<file path="config.mk">
export PLATFORM = sky130hd
export DESIGN_NAME = uartTop
export DESIGN_NICKNAME = d
export VERILOG_FILES = /design/src/hw/uartPkg.sv /design/src/hw/uartTop.sv /design/src/hw/uartRecv.sv /design/src/hw/uartTrans.sv /design/src/hw/uartFifo.sv /design/src/hw/baudGen.sv
export SDC_FILE = /design/constraint.sdc
export NUM_CORES = 1
export LEC_CHECK = 0
export BUFFER_PORTS_ARGS = -buffer_cell sky130_fd_sc_hd__buf_4
export CAP_MARGIN = 20
export CORE_ASPECT_RATIO = 0.5
export CORE_MARGIN = 1.5
export CORE_UTILIZATION = 62
export CTS_CLUSTER_SIZE = 14
export DETAILED_ROUTE_END_ITERATION = 7
export GPL_ROUTABILITY_DRIVEN = 0
export PLACE_DENSITY = 0.79
export SYNTH_ARGS = -nofsm -noshare
export SYNTH_HDL_FRONTEND = slang
export SYNTH_SLANG_ARGS = --single-unit
</file>
<file path="constraint.sdc">
create_clock -name clk -period 3.4 [get_ports clk]
set_clock_uncertainty 0.2 [all_clocks]
set_input_delay 0.51 -clock clk [delete_from_list [all_inputs] [get_ports clk]]
set_output_delay 0.51 -clock clk [all_outputs]
set_load 0.02 [all_outputs]
</file>
<file path="src/hw/uartPkg.sv">
/* UART constants
   default frame format, FIFO depth and baud tick settings */
package uartPkg;

	//////////////////////////////////////////////////
	// frame format
	//////////////////////////////////////////////////

	localparam int dataBitsDefault = 8;   // data bits per frame
	localparam int sbTickDefault = 16;    // ticks in stop bit, 16 for one stop bit
	localparam int oversample = 16;       // ticks per start or data bit

	//////////////////////////////////////////////////
	// buffering
	//////////////////////////////////////////////////

	// 4 address bits, so 16 entries per FIFO
	localparam int fifoAddrWidthDefault = 4;

	//////////////////////////////////////////////////
	// baud tick
	//////////////////////////////////////////////////

	localparam int dvsrDefault = 4;       // clk cycles per oversampling tick
	localparam int dvsrWidth = 8;         // tick counter width, dvsr up to 256

endpackage
</file>
<file path="src/hw/uartTop.sv">
/* UART subsystem top
   tick generator, transmit and receive FIFOs, transmitter and receiver */
`timescale 1ns/1ps

module uartTop #(
	parameter int dvsr = uartPkg::dvsrDefault,
	parameter int dataBits = uartPkg::dataBitsDefault,
	parameter int sbTick = uartPkg::sbTickDefault,
	parameter int fifoAddrWidth = uartPkg::fifoAddrWidthDefault
) (
	input  logic                clk,
	input  logic                reset,
	// host side
	input  logic                wrUart,
	input  logic [dataBits-1:0] wData,
	output logic                txFull,
	input  logic                rdUart,
	output logic [dataBits-1:0] rData,
	output logic                rxEmpty,
	// line side
	output logic                tx,
	input  logic                rx
);

	logic                sTick;        // oversampling tick
	logic [dataBits-1:0] txFifoOut;    // head of transmit FIFO
	logic                txEmpty;
	logic                txDoneTick;   // transmitter took the head
	logic [dataBits-1:0] rxDout;
	logic                rxDoneTick;

	baudGen #(
		.dvsr(dvsr)
	) baudGen_i (
		.clk(clk),
		.reset(reset),
		.sTick(sTick)
	);

	//////////////////////////////////////////////////
	// transmit path
	//////////////////////////////////////////////////

	uartFifo #(
		.dataBits(dataBits),
		.fifoAddrWidth(fifoAddrWidth)
	) txFifo_i (
		.clk(clk),
		.reset(reset),
		.wr(wrUart),
		.rd(txDoneTick),     // popped as the frame starts
		.wData(wData),
		.rData(txFifoOut),
		.full(txFull),
		.empty(txEmpty)
	);

	uartTrans #(
		.dataBits(dataBits),
		.sbTick(sbTick)
	) uartTrans_i (
		.clk(clk),
		.reset(reset),
		.sTick(sTick),
		.txStart(~txEmpty),  // anything queued starts a frame
		.din(txFifoOut),
		.tx(tx),
		.txDoneTick(txDoneTick)
	);

	//////////////////////////////////////////////////
	// receive path
	//////////////////////////////////////////////////

	uartRecv #(
		.dataBits(dataBits),
		.sbTick(sbTick)
	) uartRecv_i (
		.clk(clk),
		.reset(reset),
		.sTick(sTick),
		.rx(rx),
		.rxDout(rxDout),
		.rxDoneTick(rxDoneTick)
	);

	// full flag unused, a byte arriving on a full FIFO is dropped there
	uartFifo #(
		.dataBits(dataBits),
		.fifoAddrWidth(fifoAddrWidth)
	) rxFifo_i (
		.clk(clk),
		.reset(reset),
		.wr(rxDoneTick),
		.rd(rdUart),
		.wData(rxDout),
		.rData(rData),
		.full(),
		.empty(rxEmpty)
	);

endmodule

</file>
<file path="src/hw/uartRecv.sv">
/* UART receiver
   finds the start bit on rx, samples each bit mid-period and assembles the byte */
`timescale 1ns/1ps

module uartRecv #(
	parameter int dataBits = uartPkg::dataBitsDefault,
	parameter int sbTick = uartPkg::sbTickDefault
) (
	input  logic                clk,
	input  logic                reset,
	input  logic                sTick,
	input  logic                rx,
	output logic [dataBits-1:0] rxDout,
	output logic                rxDoneTick
);
	import uartPkg::*;

	localparam int sMax = (sbTick > oversample) ? sbTick : oversample;
	localparam int sWidth = $clog2(sMax);
	localparam int nWidth = $clog2(dataBits);

	localparam logic [sWidth-1:0] midStart = sWidth'(oversample / 2 - 1);   // 7 ticks in
	localparam logic [sWidth-1:0] bitLast = sWidth'(oversample - 1);
	localparam logic [sWidth-1:0] stopLast = sWidth'(sbTick - 1);
	localparam logic [nWidth-1:0] nLast = nWidth'(dataBits - 1);

	localparam logic [1:0] idle  = 2'b00;
	localparam logic [1:0] start = 2'b01;
	localparam logic [1:0] data  = 2'b10;
	localparam logic [1:0] stop  = 2'b11;

	logic                rxMeta, rxSync;    // two-flop synchronizer
	logic [1:0]          stateReg, stateNext;
	logic [sWidth-1:0]   sReg, sNext;       // ticks since last sample point
	logic [nWidth-1:0]   nReg, nNext;       // data bits received
	logic [dataBits-1:0] bReg, bNext;       // assembled byte

	//////////////////////////////////////////////////
	// registers
	//////////////////////////////////////////////////

	always_ff @(posedge clk or posedge reset)
	begin
		if (reset)
		begin
			rxMeta   <= 1'b1;   // idle level, no false start
			rxSync   <= 1'b1;
			stateReg <= idle;
			sReg     <= '0;
			nReg     <= '0;
		end
		else
		begin
			rxMeta   <= rx;
			rxSync   <= rxMeta;
			stateReg <= stateNext;
			sReg     <= sNext;
			nReg     <= nNext;
		end
	end

	always_ff @(posedge clk)
	begin
		bReg <= bNext;
	end

	//////////////////////////////////////////////////
	// next state
	//////////////////////////////////////////////////

	always_comb
	begin
		stateNext  = stateReg;
		sNext      = sReg;
		nNext      = nReg;
		bNext      = bReg;
		rxDoneTick = 1'b0;
		case (stateReg)
			idle:
			begin
				if (!rxSync)   // falling edge
				begin
					sNext     = '0;
					stateNext = start;
				end
			end
			start:
			begin
				if (sTick)
				begin
					if (sReg == midStart)
					begin
						sNext = '0;
						nNext = '0;
						// still low at mid-bit, real start bit
						stateNext = rxSync ? idle : data;
					end
					else
						sNext = sReg + 1'b1;
				end
			end
			data:
			begin
				if (sTick)
				begin
					if (sReg == bitLast)
					begin
						sNext = '0;
						bNext = {rxSync, bReg[dataBits-1:1]};   // LSB arrives first
						if (nReg == nLast)
							stateNext = stop;
						else
							nNext = nReg + 1'b1;
					end
					else
						sNext = sReg + 1'b1;
				end
			end
			default:   // stop
			begin
				if (sTick)
				begin
					if (sReg == stopLast)
					begin
						rxDoneTick = 1'b1;   // byte ready for the FIFO
						stateNext  = idle;
					end
					else
						sNext = sReg + 1'b1;
				end
			end
		endcase
	end

	assign rxDout = bReg;

endmodule

</file>
<file path="src/hw/uartTrans.sv">
/* UART transmitter
   four-state FSM sending start bit, data LSB first and stop bit on tx */
`timescale 1ns/1ps

module uartTrans #(
	parameter int dataBits = uartPkg::dataBitsDefault,
	parameter int sbTick = uartPkg::sbTickDefault
) (
	input  logic                clk,
	input  logic                reset,
	input  logic                sTick,
	input  logic                txStart,
	input  logic [dataBits-1:0] din,
	output logic                tx,
	output logic                txDoneTick
);
	import uartPkg::*;

	// tick counter must reach the longer of a data bit and the stop bit
	localparam int sMax = (sbTick > oversample) ? sbTick : oversample;
	localparam int sWidth = $clog2(sMax);
	localparam int nWidth = $clog2(dataBits);

	localparam logic [sWidth-1:0] bitLast = sWidth'(oversample - 1);
	localparam logic [sWidth-1:0] stopLast = sWidth'(sbTick - 1);
	localparam logic [nWidth-1:0] nLast = nWidth'(dataBits - 1);

	// state encoding
	localparam logic [1:0] idle  = 2'b00;
	localparam logic [1:0] start = 2'b01;
	localparam logic [1:0] data  = 2'b10;
	localparam logic [1:0] stop  = 2'b11;

	logic [1:0]          stateReg, stateNext;
	logic [sWidth-1:0]   sReg, sNext;       // ticks within current bit
	logic [nWidth-1:0]   nReg, nNext;       // data bits sent
	logic [dataBits-1:0] bReg, bNext;       // shift register, LSB goes out
	logic                txReg, txNext;     // registered line, no glitches

	//////////////////////////////////////////////////
	// registers
	//////////////////////////////////////////////////

	always_ff @(posedge clk or posedge reset)
	begin
		if (reset)
		begin
			stateReg <= idle;
			sReg     <= '0;
			nReg     <= '0;
			txReg    <= 1'b1;   // line idles high
		end
		else
		begin
			stateReg <= stateNext;
			sReg     <= sNext;
			nReg     <= nNext;
			txReg    <= txNext;
		end
	end

	always_ff @(posedge clk)
	begin
		bReg <= bNext;   // payload only
	end

	//////////////////////////////////////////////////
	// next state
	//////////////////////////////////////////////////

	always_comb
	begin
		stateNext  = stateReg;
		sNext      = sReg;
		nNext      = nReg;
		bNext      = bReg;
		txNext     = txReg;
		txDoneTick = 1'b0;
		case (stateReg)
			idle:
			begin
				txNext = 1'b1;
				if (txStart)
				begin
					txDoneTick = 1'b1;   // pops the FIFO
					txNext     = 1'b0;   // start bit from next cycle
					bNext      = din;    // grab head before the pop moves it
					sNext      = '0;
					stateNext  = start;
				end
			end
			start:
			begin
				txNext = 1'b0;
				if (sTick)
				begin
					if (sReg == bitLast)
					begin
						sNext     = '0;
						nNext     = '0;
						stateNext = data;
					end
					else
						sNext = sReg + 1'b1;
				end
			end
			data:
			begin
				txNext = bReg[0];
				if (sTick)
				begin
					if (sReg == bitLast)
					begin
						sNext = '0;
						bNext = bReg >> 1;   // next bit into position 0
						if (nReg == nLast)
							stateNext = stop;
						else
							nNext = nReg + 1'b1;
					end
					else
						sNext = sReg + 1'b1;
				end
			end
			default:   // stop
			begin
				txNext = 1'b1;
				if (sTick)
				begin
					if (sReg == stopLast)
						stateNext = idle;   // frame done
					else
						sNext = sReg + 1'b1;
				end
			end
		endcase
	end

	assign tx = txReg;

endmodule

</file>
<file path="src/hw/uartFifo.sv">
/* UART byte FIFO
   first-word-fall-through register array, shared by transmit and receive paths */
`timescale 1ns/1ps

module uartFifo #(
	parameter int dataBits = uartPkg::dataBitsDefault,
	parameter int fifoAddrWidth = uartPkg::fifoAddrWidthDefault
) (
	input  logic                clk,
	input  logic                reset,
	input  logic                wr,
	input  logic                rd,
	input  logic [dataBits-1:0] wData,
	output logic [dataBits-1:0] rData,
	output logic                full,
	output logic                empty
);

	localparam int depth = 2 ** fifoAddrWidth;

	logic [dataBits-1:0]      memArr [depth];   // storage, no reset
	logic [fifoAddrWidth-1:0] wPtr;             // next slot to fill
	logic [fifoAddrWidth-1:0] rPtr;             // head entry
	logic [fifoAddrWidth-1:0] wPtrSucc;
	logic [fifoAddrWidth-1:0] rPtrSucc;
	logic                     fullReg;
	logic                     emptyReg;
	logic                     wrEn;
	logic                     rdEn;

	// qualified strobes
	assign rdEn = rd & ~emptyReg;               // pop on empty ignored
	assign wrEn = wr & (~fullReg | rd);         // full takes a write only with a pop

	assign wPtrSucc = wPtr + 1'b1;
	assign rPtrSucc = rPtr + 1'b1;

	//////////////////////////////////////////////////
	// storage
	//////////////////////////////////////////////////

	always_ff @(posedge clk)
	begin
		if (wrEn)
			memArr[wPtr] <= wData;
	end

	// head always visible, no read needed
	assign rData = memArr[rPtr];

	//////////////////////////////////////////////////
	// pointers and flags
	//////////////////////////////////////////////////

	always_ff @(posedge clk or posedge reset)
	begin
		if (reset)
		begin
			wPtr     <= '0;
			rPtr     <= '0;
			fullReg  <= 1'b0;
			emptyReg <= 1'b1;   // starts empty
		end
		else
		begin
			case ({wrEn, rdEn})
				2'b01:   // read only
				begin
					rPtr    <= rPtrSucc;
					fullReg <= 1'b0;
					if (rPtrSucc == wPtr)
						emptyReg <= 1'b1;   // last entry gone
				end
				2'b10:   // write only
				begin
					wPtr     <= wPtrSucc;
					emptyReg <= 1'b0;
					if (wPtrSucc == rPtr)
						fullReg <= 1'b1;    // caught up with head
				end
				2'b11:   // both, occupancy unchanged
				begin
					wPtr <= wPtrSucc;
					rPtr <= rPtrSucc;
				end
				default: ;   // idle
			endcase
		end
	end

	assign full  = fullReg;
	assign empty = emptyReg;

endmodule

</file>
<file path="src/hw/baudGen.sv">
/* baud tick generator
   divides clk down to the one-cycle oversampling tick */
`timescale 1ns/1ps

module baudGen #(
	parameter int dvsr = uartPkg::dvsrDefault
) (
	input  logic clk,
	input  logic reset,
	output logic sTick
);
	import uartPkg::*;

	// count value on which the counter wraps
	localparam logic [dvsrWidth-1:0] lastCount = dvsrWidth'(dvsr - 1);

	logic [dvsrWidth-1:0] countReg;   // free running, modulo dvsr

	//////////////////////////////////////////////////
	// divider
	//////////////////////////////////////////////////

	always_ff @(posedge clk or posedge reset)
	begin
		if (reset)
		begin
			countReg <= '0;
		end
		else if (countReg == lastCount)
		begin
			countReg <= '0;   // wrap
		end
		else
		begin
			countReg <= countReg + 1'b1;
		end
	end

	// one cycle wide, once every dvsr cycles
	assign sTick = (countReg == lastCount);

endmodule

</file>
==> metrics list, run 1 <==
- In this run the number of H-tree levels came out at 1.
- Drt pass-1 iters: 4
- Portion of synthesized cell area occupied by the leading cell type: 62.2%
* Cell at the root of the clock tree: sky130_fd_sc_hd__clkbuf_16
- The later pin in the worst-skew pair is clocked with a latency of roughly 0.54 ns.
* Vias per cell: about 6
- In this run the core area contains 37 standard-cell rows.
* Routed length per placed instance: 22.1 um
- During synthesis, Yosys emitted a total of 0 warnings.
- The routed layout has 6,602 vias.
- The layout has between 1,000 and 1,500 filler cells.
- The floorplan step set the die width to roughly 210 um.
- Predominant post-synthesis flop cell: sky130_fd_sc_hd__edfxtp_1
* Critical path, cell by cell: buf_12 > mux4_2 > mux4_2 > buf_4
* Critical path type: flop to output port
- The slowest stage of the critical path belongs to the cell sky130_fd_sc_hd__mux4_2.
* Hold crit path type: primary input to flop
* Remaining number of nets flagged by the antenna check after routing: 0
* Number of global-route vias before repair: around 7,000
- The initial antenna violation count was 0.
- Static timing analysis puts the maximum clock frequency at 309 MHz.
- The worst path uses a little over nine tenths of the clock period.
* Number of max-cap violations: 0
- Max-slew violation total from the final report: 0
* Number of buffers inserted by hold repair at cts: 2
- Post-layout minimum cycle time: around 3.2 ns
- Leading area contributor after synthesis: sky130_fd_sc_hd__edfxtp_1
- STA classifies the critical path startpoint as a flop.
- 0 antenna diodes ended up in the layout.
- The most numerous cell type found on the critical path is sky130_fd_sc_hd__mux4_2.
- For the final routed database, the setup TNS stands at 0 ns.
- Transition time at the pin with the least slew margin: about 0.84 ns
- Counting flops with an async set or reset pin after synthesis yields a share of between 10% and 20%.
- In this run, synthesis inferred around 270 flip-flops with an integrated enable.
- Number of standard cells after synthesis: around 700
- Across the VDD grid, the largest voltage drop is roughly 0.45 mV.
- The count of endpoints failing hold in the final timing report is 0.
- Share of cells above drive strength 1: about 25%
* Detailed-route wire length: around 24 mm
* HPWL reported at the end of detailed placement: ~15 mm
- The number of gates resized after CTS was 0.
* Largest cells by area after synthesis: sky130_fd_sc_hd__edfxtp_1, sky130_fd_sc_hd__mux4_2, sky130_fd_sc_hd__dfrtp_1
* Number of register bits inferred by synthesis: 321
* Wire length of the first global-routing pass: ~37 mm
- Total number of clock tree sinks: about 320
* Count of pins on the block boundary: 24
* Headroom to the max-slew limit: 44.2%
- Signed area change from the synthesized netlist to the final layout: 12.6%
- Number of distinct library cells after synthesis: between 50 and 60
* Initial core utilization: ~64%
- TritonCTS built the clock tree.
* Height of the chip: about 110 um
- The cell area that synthesis handed to floorplanning was 13,100 um^2.
* Cell area power density: between 700 and 800 nW/um^2
- Required arrival time at the worst endpoint: ~2.7 ns
- The count of buffers added on input and output ports is 23.
* Number of nets in the finished design: between 800 and 900
- Summed over all cells, the static leakage comes to 5.14 nW.
- For the worst setup path, the data arrival time is around 2.5 ns.
- Final setup violation count: 0
- Number of buffers between clock root and the deepest sink: 3
- At the placement stage, the worst setup path has a slack of 0.602 ns.
- When the netlist entered floorplanning its net count stood at 750.
- Count of buffering cells on the critical path with inverters included: 2
- In the synthesized netlist, the cells that appear most often are sky130_fd_sc_hd__edfxtp_1, sky130_fd_sc_hd__mux4_2, sky130_fd_sc_hd__dfrtp_1, sky130_fd_sc_hd__nand2_1, sky130_fd_sc_hd__nor2_1.
* Total Routing Usage GR: a little under a quarter
- The flow ran to the end, and the final reports show no timing, DRC or antenna violations.
- Global routing finished with a remaining overflow of 0.
- The number of clock buffers added by TritonCTS is 28.
* Post-CTS setup buffers: 0
- Crit Path Max Fanout: 32
- After layout, the worst setup slack is between 0.15 and 0.2 ns.
* Endpoint class of the critical path: output port
- For this run, the slowest stage of the critical path takes around 0.56 ns.
* Family of cells with the greatest summed delay on the critical path: multiplexers
- Iteration-0 DRC count of the detailed router: ~470
- Entering global routing, the biggest net connects 37 pins.
* Cell with the most instances after synthesis: sky130_fd_sc_hd__edfxtp_1
- Total DRC errors in the routed layout: 0
- Setup repair after global routing left no endpoint under its margin.
- Total Die Area: 22,100 um^2
* Final worst hold slack: roughly 0.048 ns
- Averaged over all synthesized cells, the footprint is ~18 um^2.
- After synthesis, flip-flops and latches occupy 71.6% of the total area.
- The floorplan step defined a core boundary enclosing 20,600 um^2.
- After clock tree synthesis, the clock-pin slew on the worst setup and hold paths is 0.06 ns.
[through the flow]
stage | util, % | std cells | power [mW] | cell area, um^2
2_1_floorplan | - | 716 | 7.54 | 13100
3_3_place_gp | 67.3 | 1029 | 8.40 | 13900
3_5_place_dp | 67.3 | 1029 | 8.51 | 13900
4_1_cts | 71.7 | 1081 | 11.5 | 14800
5_1_grt | 71.7 | 1081 | 12.0 | 14800
6_report | 71.7 | 1081 | 11.4 | 14800
[cells in the final DEF (no fill, tap or decap), types with 14 or more instances in the layout]
master                      instances
sky130_fd_sc_hd__buf_4             69
sky130_fd_sc_hd__clkbuf_16         29
sky130_fd_sc_hd__dfrtp_1           42
sky130_fd_sc_hd__edfxtp_1         272
sky130_fd_sc_hd__ha_1              21
sky130_fd_sc_hd__mux2i_1           16
sky130_fd_sc_hd__mux4_2            73
sky130_fd_sc_hd__nand2_1           40
sky130_fd_sc_hd__nand3_1           18
sky130_fd_sc_hd__nor2_1            35
sky130_fd_sc_hd__o21ai_0           14
sky130_fd_sc_hd__xnor2_1           25
[layout make-up]
| cell class | instances | area, um^2 | area share, % |
|---|---|---|---|
| Clock buffer | 45 | 826 | 5.58 |
| Clock inverter | 5 | 48.8 | 0.330 |
| Inverter | 13 | 48.8 | 0.330 |
| Multi-Input combinational cell | 352 | 3570 | 24.1 |
| Sequential cell | 321 | 9400 | 63.6 |
| Tap cell | 273 | 342 | 2.31 |
| Timing Repair Buffer | 72 | 558 | 3.77 |
[kinds of logic (layout without fill, tap and decap cells)]
group | Yosys count | count (layout) | synth area share (%)
buffers and inverters | 43 | 135 | 1.29
flip-flops | 321 | 321 | 71.6
AND/OR/NAND/NOR | 147 | 147 | 5.65
adder cells (fa/ha/maj) | 21 | 21 | 2.00
XOR/XNOR | 36 | 36 | 2.40
multiplexers | 94 | 94 | 14.2
AO/OA/AOI/OAI | 54 | 54 | 2.95
[worst reg2reg max path, stage by stage, from the launching register on]
cell	delay [ns]
sky130_fd_sc_hd__dfrtp_1	0.38
sky130_fd_sc_hd__ha_1	0.23
sky130_fd_sc_hd__or4b_4	0.51
sky130_fd_sc_hd__nor4_4	0.51
sky130_fd_sc_hd__nand3_1	0.25
sky130_fd_sc_hd__nor3_1	0.22
sky130_fd_sc_hd__buf_4	0.24
[path summary, 6_finish.rpt]
path,from,endpoint,slack [ns],cells after the start
worst max-delay path,rxFifo_i.rPtr[0],rData[5],0.16,4
worst min-delay path,wrUart,txFifo_i.empty,0.05,4
worst max register to register,baudGen_i.countReg[0],rxFifo_i.memArr[0][6],0.56,6
worst min register to register,uartRecv_i.rxMeta,uartRecv_i.rxSync,0.16,0
max in group asynchronous,reset,uartRecv_i.rxMeta,1.76,4
min in group asynchronous,reset,uartTrans_i.nReg[1],0.47,3
[where the power goes]
part	switching [mW]	internal, mW
clock	1.30	1.73
combinational	1.61	1.69
sequential	0.438	4.67
total	3.34	8.09
[state kept, by name (all words and copies together) (netlist names), 8 cells and up]
register and cells:
uartTrans_i.bReg 8, baudGen_i.countReg 8, rxFifo_i.memArr 128, txFifo_i.memArr 128, uartRecv_i.rxDout 8
[routing by layer]
layer  up-vias  track usage, %  wire, um
met5         -               0         0
met3        42            3.99      1120
met1      3409            31.5     10300
li1       2973               -         -
met2       178            38.5     11900
met4         0            5.54       514
Note: power is estimated with default switching activity, not from simulation.
==> run 2, diff against run 1 <==
Settings changed: BUFFER_PORTS_ARGS -buffer_cell sky130_fd_sc_hd__buf_4 to -buffer_cell sky130_fd_sc_hd__buf_2.
Clock period 3.4 ns to 3.6 ns, I/O delays scaled along.
==> metrics list, run 2 (synthesized netlist as in run 1, its figures left out) <==
- Outcome: finished, final reports clean
- Maximum achievable frequency: about 300 MHz
- The initial cell density of the core came to 63.6% (unchanged).
- Family of cells with the greatest summed delay on the critical path: multiplexers
- The combined buffer and inverter count along the critical path is 2 (unchanged).
* Top flop regs: rxFifo_i.memArr: 128 flops, txFifo_i.memArr: 128 flops
- The highest net fanout along the worst path came to 30 (-6.3%).
- Longest individual stage delay on the worst path: 0.58 ns (+0.02 ns)
- Post-CTS clock slew at the launch and capture registers of the worst setup and hold paths: 0.06 ns (about the same)
- Die Span X: 209 um (unchanged)
* Commonest cells after routing, fill and taps aside: sky130_fd_sc_hd__edfxtp_1, sky130_fd_sc_hd__mux4_2, sky130_fd_sc_hd__dfrtp_1, sky130_fd_sc_hd__nand2_1, sky130_fd_sc_hd__nor2_1
- The tree is rooted in a sky130_fd_sc_hd__clkbuf_16.
* Detailed-route wire length: 25.1 mm (+5.1%)
- Transition time at the pin with the least slew margin: 0.830 ns (-0.00626 ns)
- The overall power was 10.7 mW (-6.7%).
- The post-place setup slack is 0.520 ns (-0.0821 ns).
* Critical-path cell with the highest stage delay: sky130_fd_sc_hd__mux4_2
- The peak ir drop on the vdd network is 0.477 mV (+5.0%).
- The clock period could shrink to between 3 and 4 ns.
- The placed wire-length estimate was 15.7 mm (+4.3%).
- Total clock buffers created by CTS: 28 (unchanged)
- Post-CTS setup buffers: 0 (unchanged)
* Total Routing Usage GR: 24.0% (+1.3 points)
* Rows: 37 (unchanged)
- The maximum number of pins on one net before global-route repair was 50 (+35%).
- The vertical die dimension is 106 um (unchanged).
- Clock insertion delay at the later pin of the skew report: 0.54 ns (about the same)
- Vias per cell: 6.24 (+2.2%)
- Headroom to the max-slew limit: 44.7% (+0.42 points)
* Post-CTS resize count: 0 (unchanged)
- Total Die Area: 22,100 um^2 (unchanged)
* Number of nets in the finished design: 807 (-1.8%)
- The tightest min-delay check is of the primary input to flop type.
- Iteration-0 DRC count of the detailed router: 659 (+42%)
- STA classifies the critical path endpoint as an output port.
- Total negative slack: 0 ns (unchanged)
* Buffers on Ports: 23 (unchanged)
- Unrepaired setup endpoints after global routing: no
- Share of cells above drive strength 1: 23.6% (-1.5 points)
* Critical Path Source Type: flop
- The number of iterations in the first detailed-routing pass is 5 (+1).
- Number of max-cap violations: 0 (unchanged)
* Number of buffers inserted by hold repair at cts: 1 (-1)
- Via count: 6,627 (+0.38%)
- Total number of clock tree sinks: 321 (unchanged)
- The average wire per standard cell came to 23.7 um (+7.0%).
- Critical path type: flop to output port
- The least setup slack across all paths after layout came to 0.277 ns (+0.113 ns).
* Portion of the clock cycle consumed by the worst path in the final layout: 92.3%
- Number of antenna violations at the first check in global routing: 0 (unchanged)
- The library cell used most frequently in the layout, excluding fill and tap cells, is sky130_fd_sc_hd__edfxtp_1.
- Signed area change from the synthesized netlist to the final layout: 10.9%
- Final hold vios: 0 (unchanged)
* Routed wire length on met2: 12.4 mm (+4.3%)
* Number of buffers between clock root and the deepest sink: 3 (unchanged)
- Counting stages on the worst path, the most repeated cell is sky130_fd_sc_hd__mux4_2.
- The number of global-route vias before repair is 6,758 (-1.4%).
- Critical path, cell by cell: buf_12 > mux4_2 > mux4_2 > buf_2
- Total DRC errors in the routed layout: 0 (unchanged)
* Cell area power density: 732 nW/um^2 (-5.3%)
- Max-slew violation total from the final report: 0 (unchanged)
* Required arrival time at the worst endpoint: 2.86 ns (+0.17 ns)
* Sum of routed wire segments on met1: 10.7 mm (+3.3%)
- Core region area: 20,600 um^2 (unchanged)
* Final setup violation count: 0 (unchanged)
- Number of H-tree levels: 1 (unchanged)
* Leak: 5.01 nW (-2.5%)
- The detailed router used layers up to and including met4.
- Met3 WL post-DR: 1.49 mm (+33%)
- The final antenna diode count came to 0 (unchanged).
* Remaining number of nets flagged by the antenna check after routing: 0 (unchanged)
* Wire length of the first global-routing pass: 39.4 mm (+5.1%)
* Clock tree from TritonCTS: built
- The arrival time of the worst setup path came to 2.58 ns (+0.05 ns).
- Count of pins on the block boundary: 24 (unchanged)
* GRT overflow: 0 (unchanged)
==> run 2: changes by cell type in the layout (fill, tap and decap cells not counted), sizes merged <==
cell      before  now
clkinv         4    6
bufinv         1    0
clkinvlp       0    1
clkbuf        45   39
buf           70   55
==> run 2: area by class of cell <==
cell class / instances / area, um^2
sequential: 321 / 9400
fill: 1286 / 6070
multi-input combinational: 352 / 3570
clock buffer: 39 / 773
timing repair buffer: 57 / 400
tap: 273 / 342
inverter: 13 / 48.8
clock inverter: 7 / 38.8
==> run 2: through the flow <==
stage,area [um^2],util [%],hold WS (ns),std cells
2_1_floorplan,13100,-,0.145,716
3_3_place_gp,13700,66.5,0.149,1013
3_5_place_dp,13700,66.5,0.152,1013
4_1_cts,14500,70.4,0.0705,1060
5_1_grt,14600,70.6,0.0943,1062
6_report,14600,70.6,0.0902,1062
==> run 2: final timing paths <==
path                                    endpoint                  start  depth (start not counted)  slack, ns
hold / removal                     txFifo_i.full                 wrUart                          3       0.09
setup / recovery                        rData[5]       rxFifo_i.rPtr[0]                          4       0.28
max in group asynchronous      uartRecv_i.rxMeta                  reset                          4       2.44
hold reg to reg                uartRecv_i.rxSync      uartRecv_i.rxMeta                          0       0.15
setup reg to reg           rxFifo_i.memArr[8][6]  baudGen_i.countReg[0]                          5       0.51
min in group asynchronous    uartTrans_i.nReg[0]                  reset                          3       0.23
==> run 2: worst register-to-register path: stages (launching register included) <==
cell,delay [ns]
sky130_fd_sc_hd__dfrtp_1,0.38
sky130_fd_sc_hd__ha_1,0.24
sky130_fd_sc_hd__or4b_4,0.52
sky130_fd_sc_hd__nor4_4,0.52
sky130_fd_sc_hd__nand3_1,0.26
sky130_fd_sc_hd__nor2_1,0.61
==> run 2: per-layer routing <==
| layer | up-vias | GRT usage (%) |
|---|---|---|
| met4 | 0 | 5.38 |
| li1 | 2946 | - |
| met1 | 3403 | 34.0 |
| met3 | 45 | 4.14 |
| met5 | - | 0 |
| met2 | 233 | 40.2 |
==> run 2: power breakdown <==
| part | internal, mW | switching (mW) | total, mW | leakage [nW] |
|---|---|---|---|---|
| Clock | 1.49 | 1.25 | 2.73 | 0.394 |
| Combinational | 1.54 | 1.56 | 3.09 | 1.55 |
| Sequential | 4.41 | 0.423 | 4.84 | 3.06 |
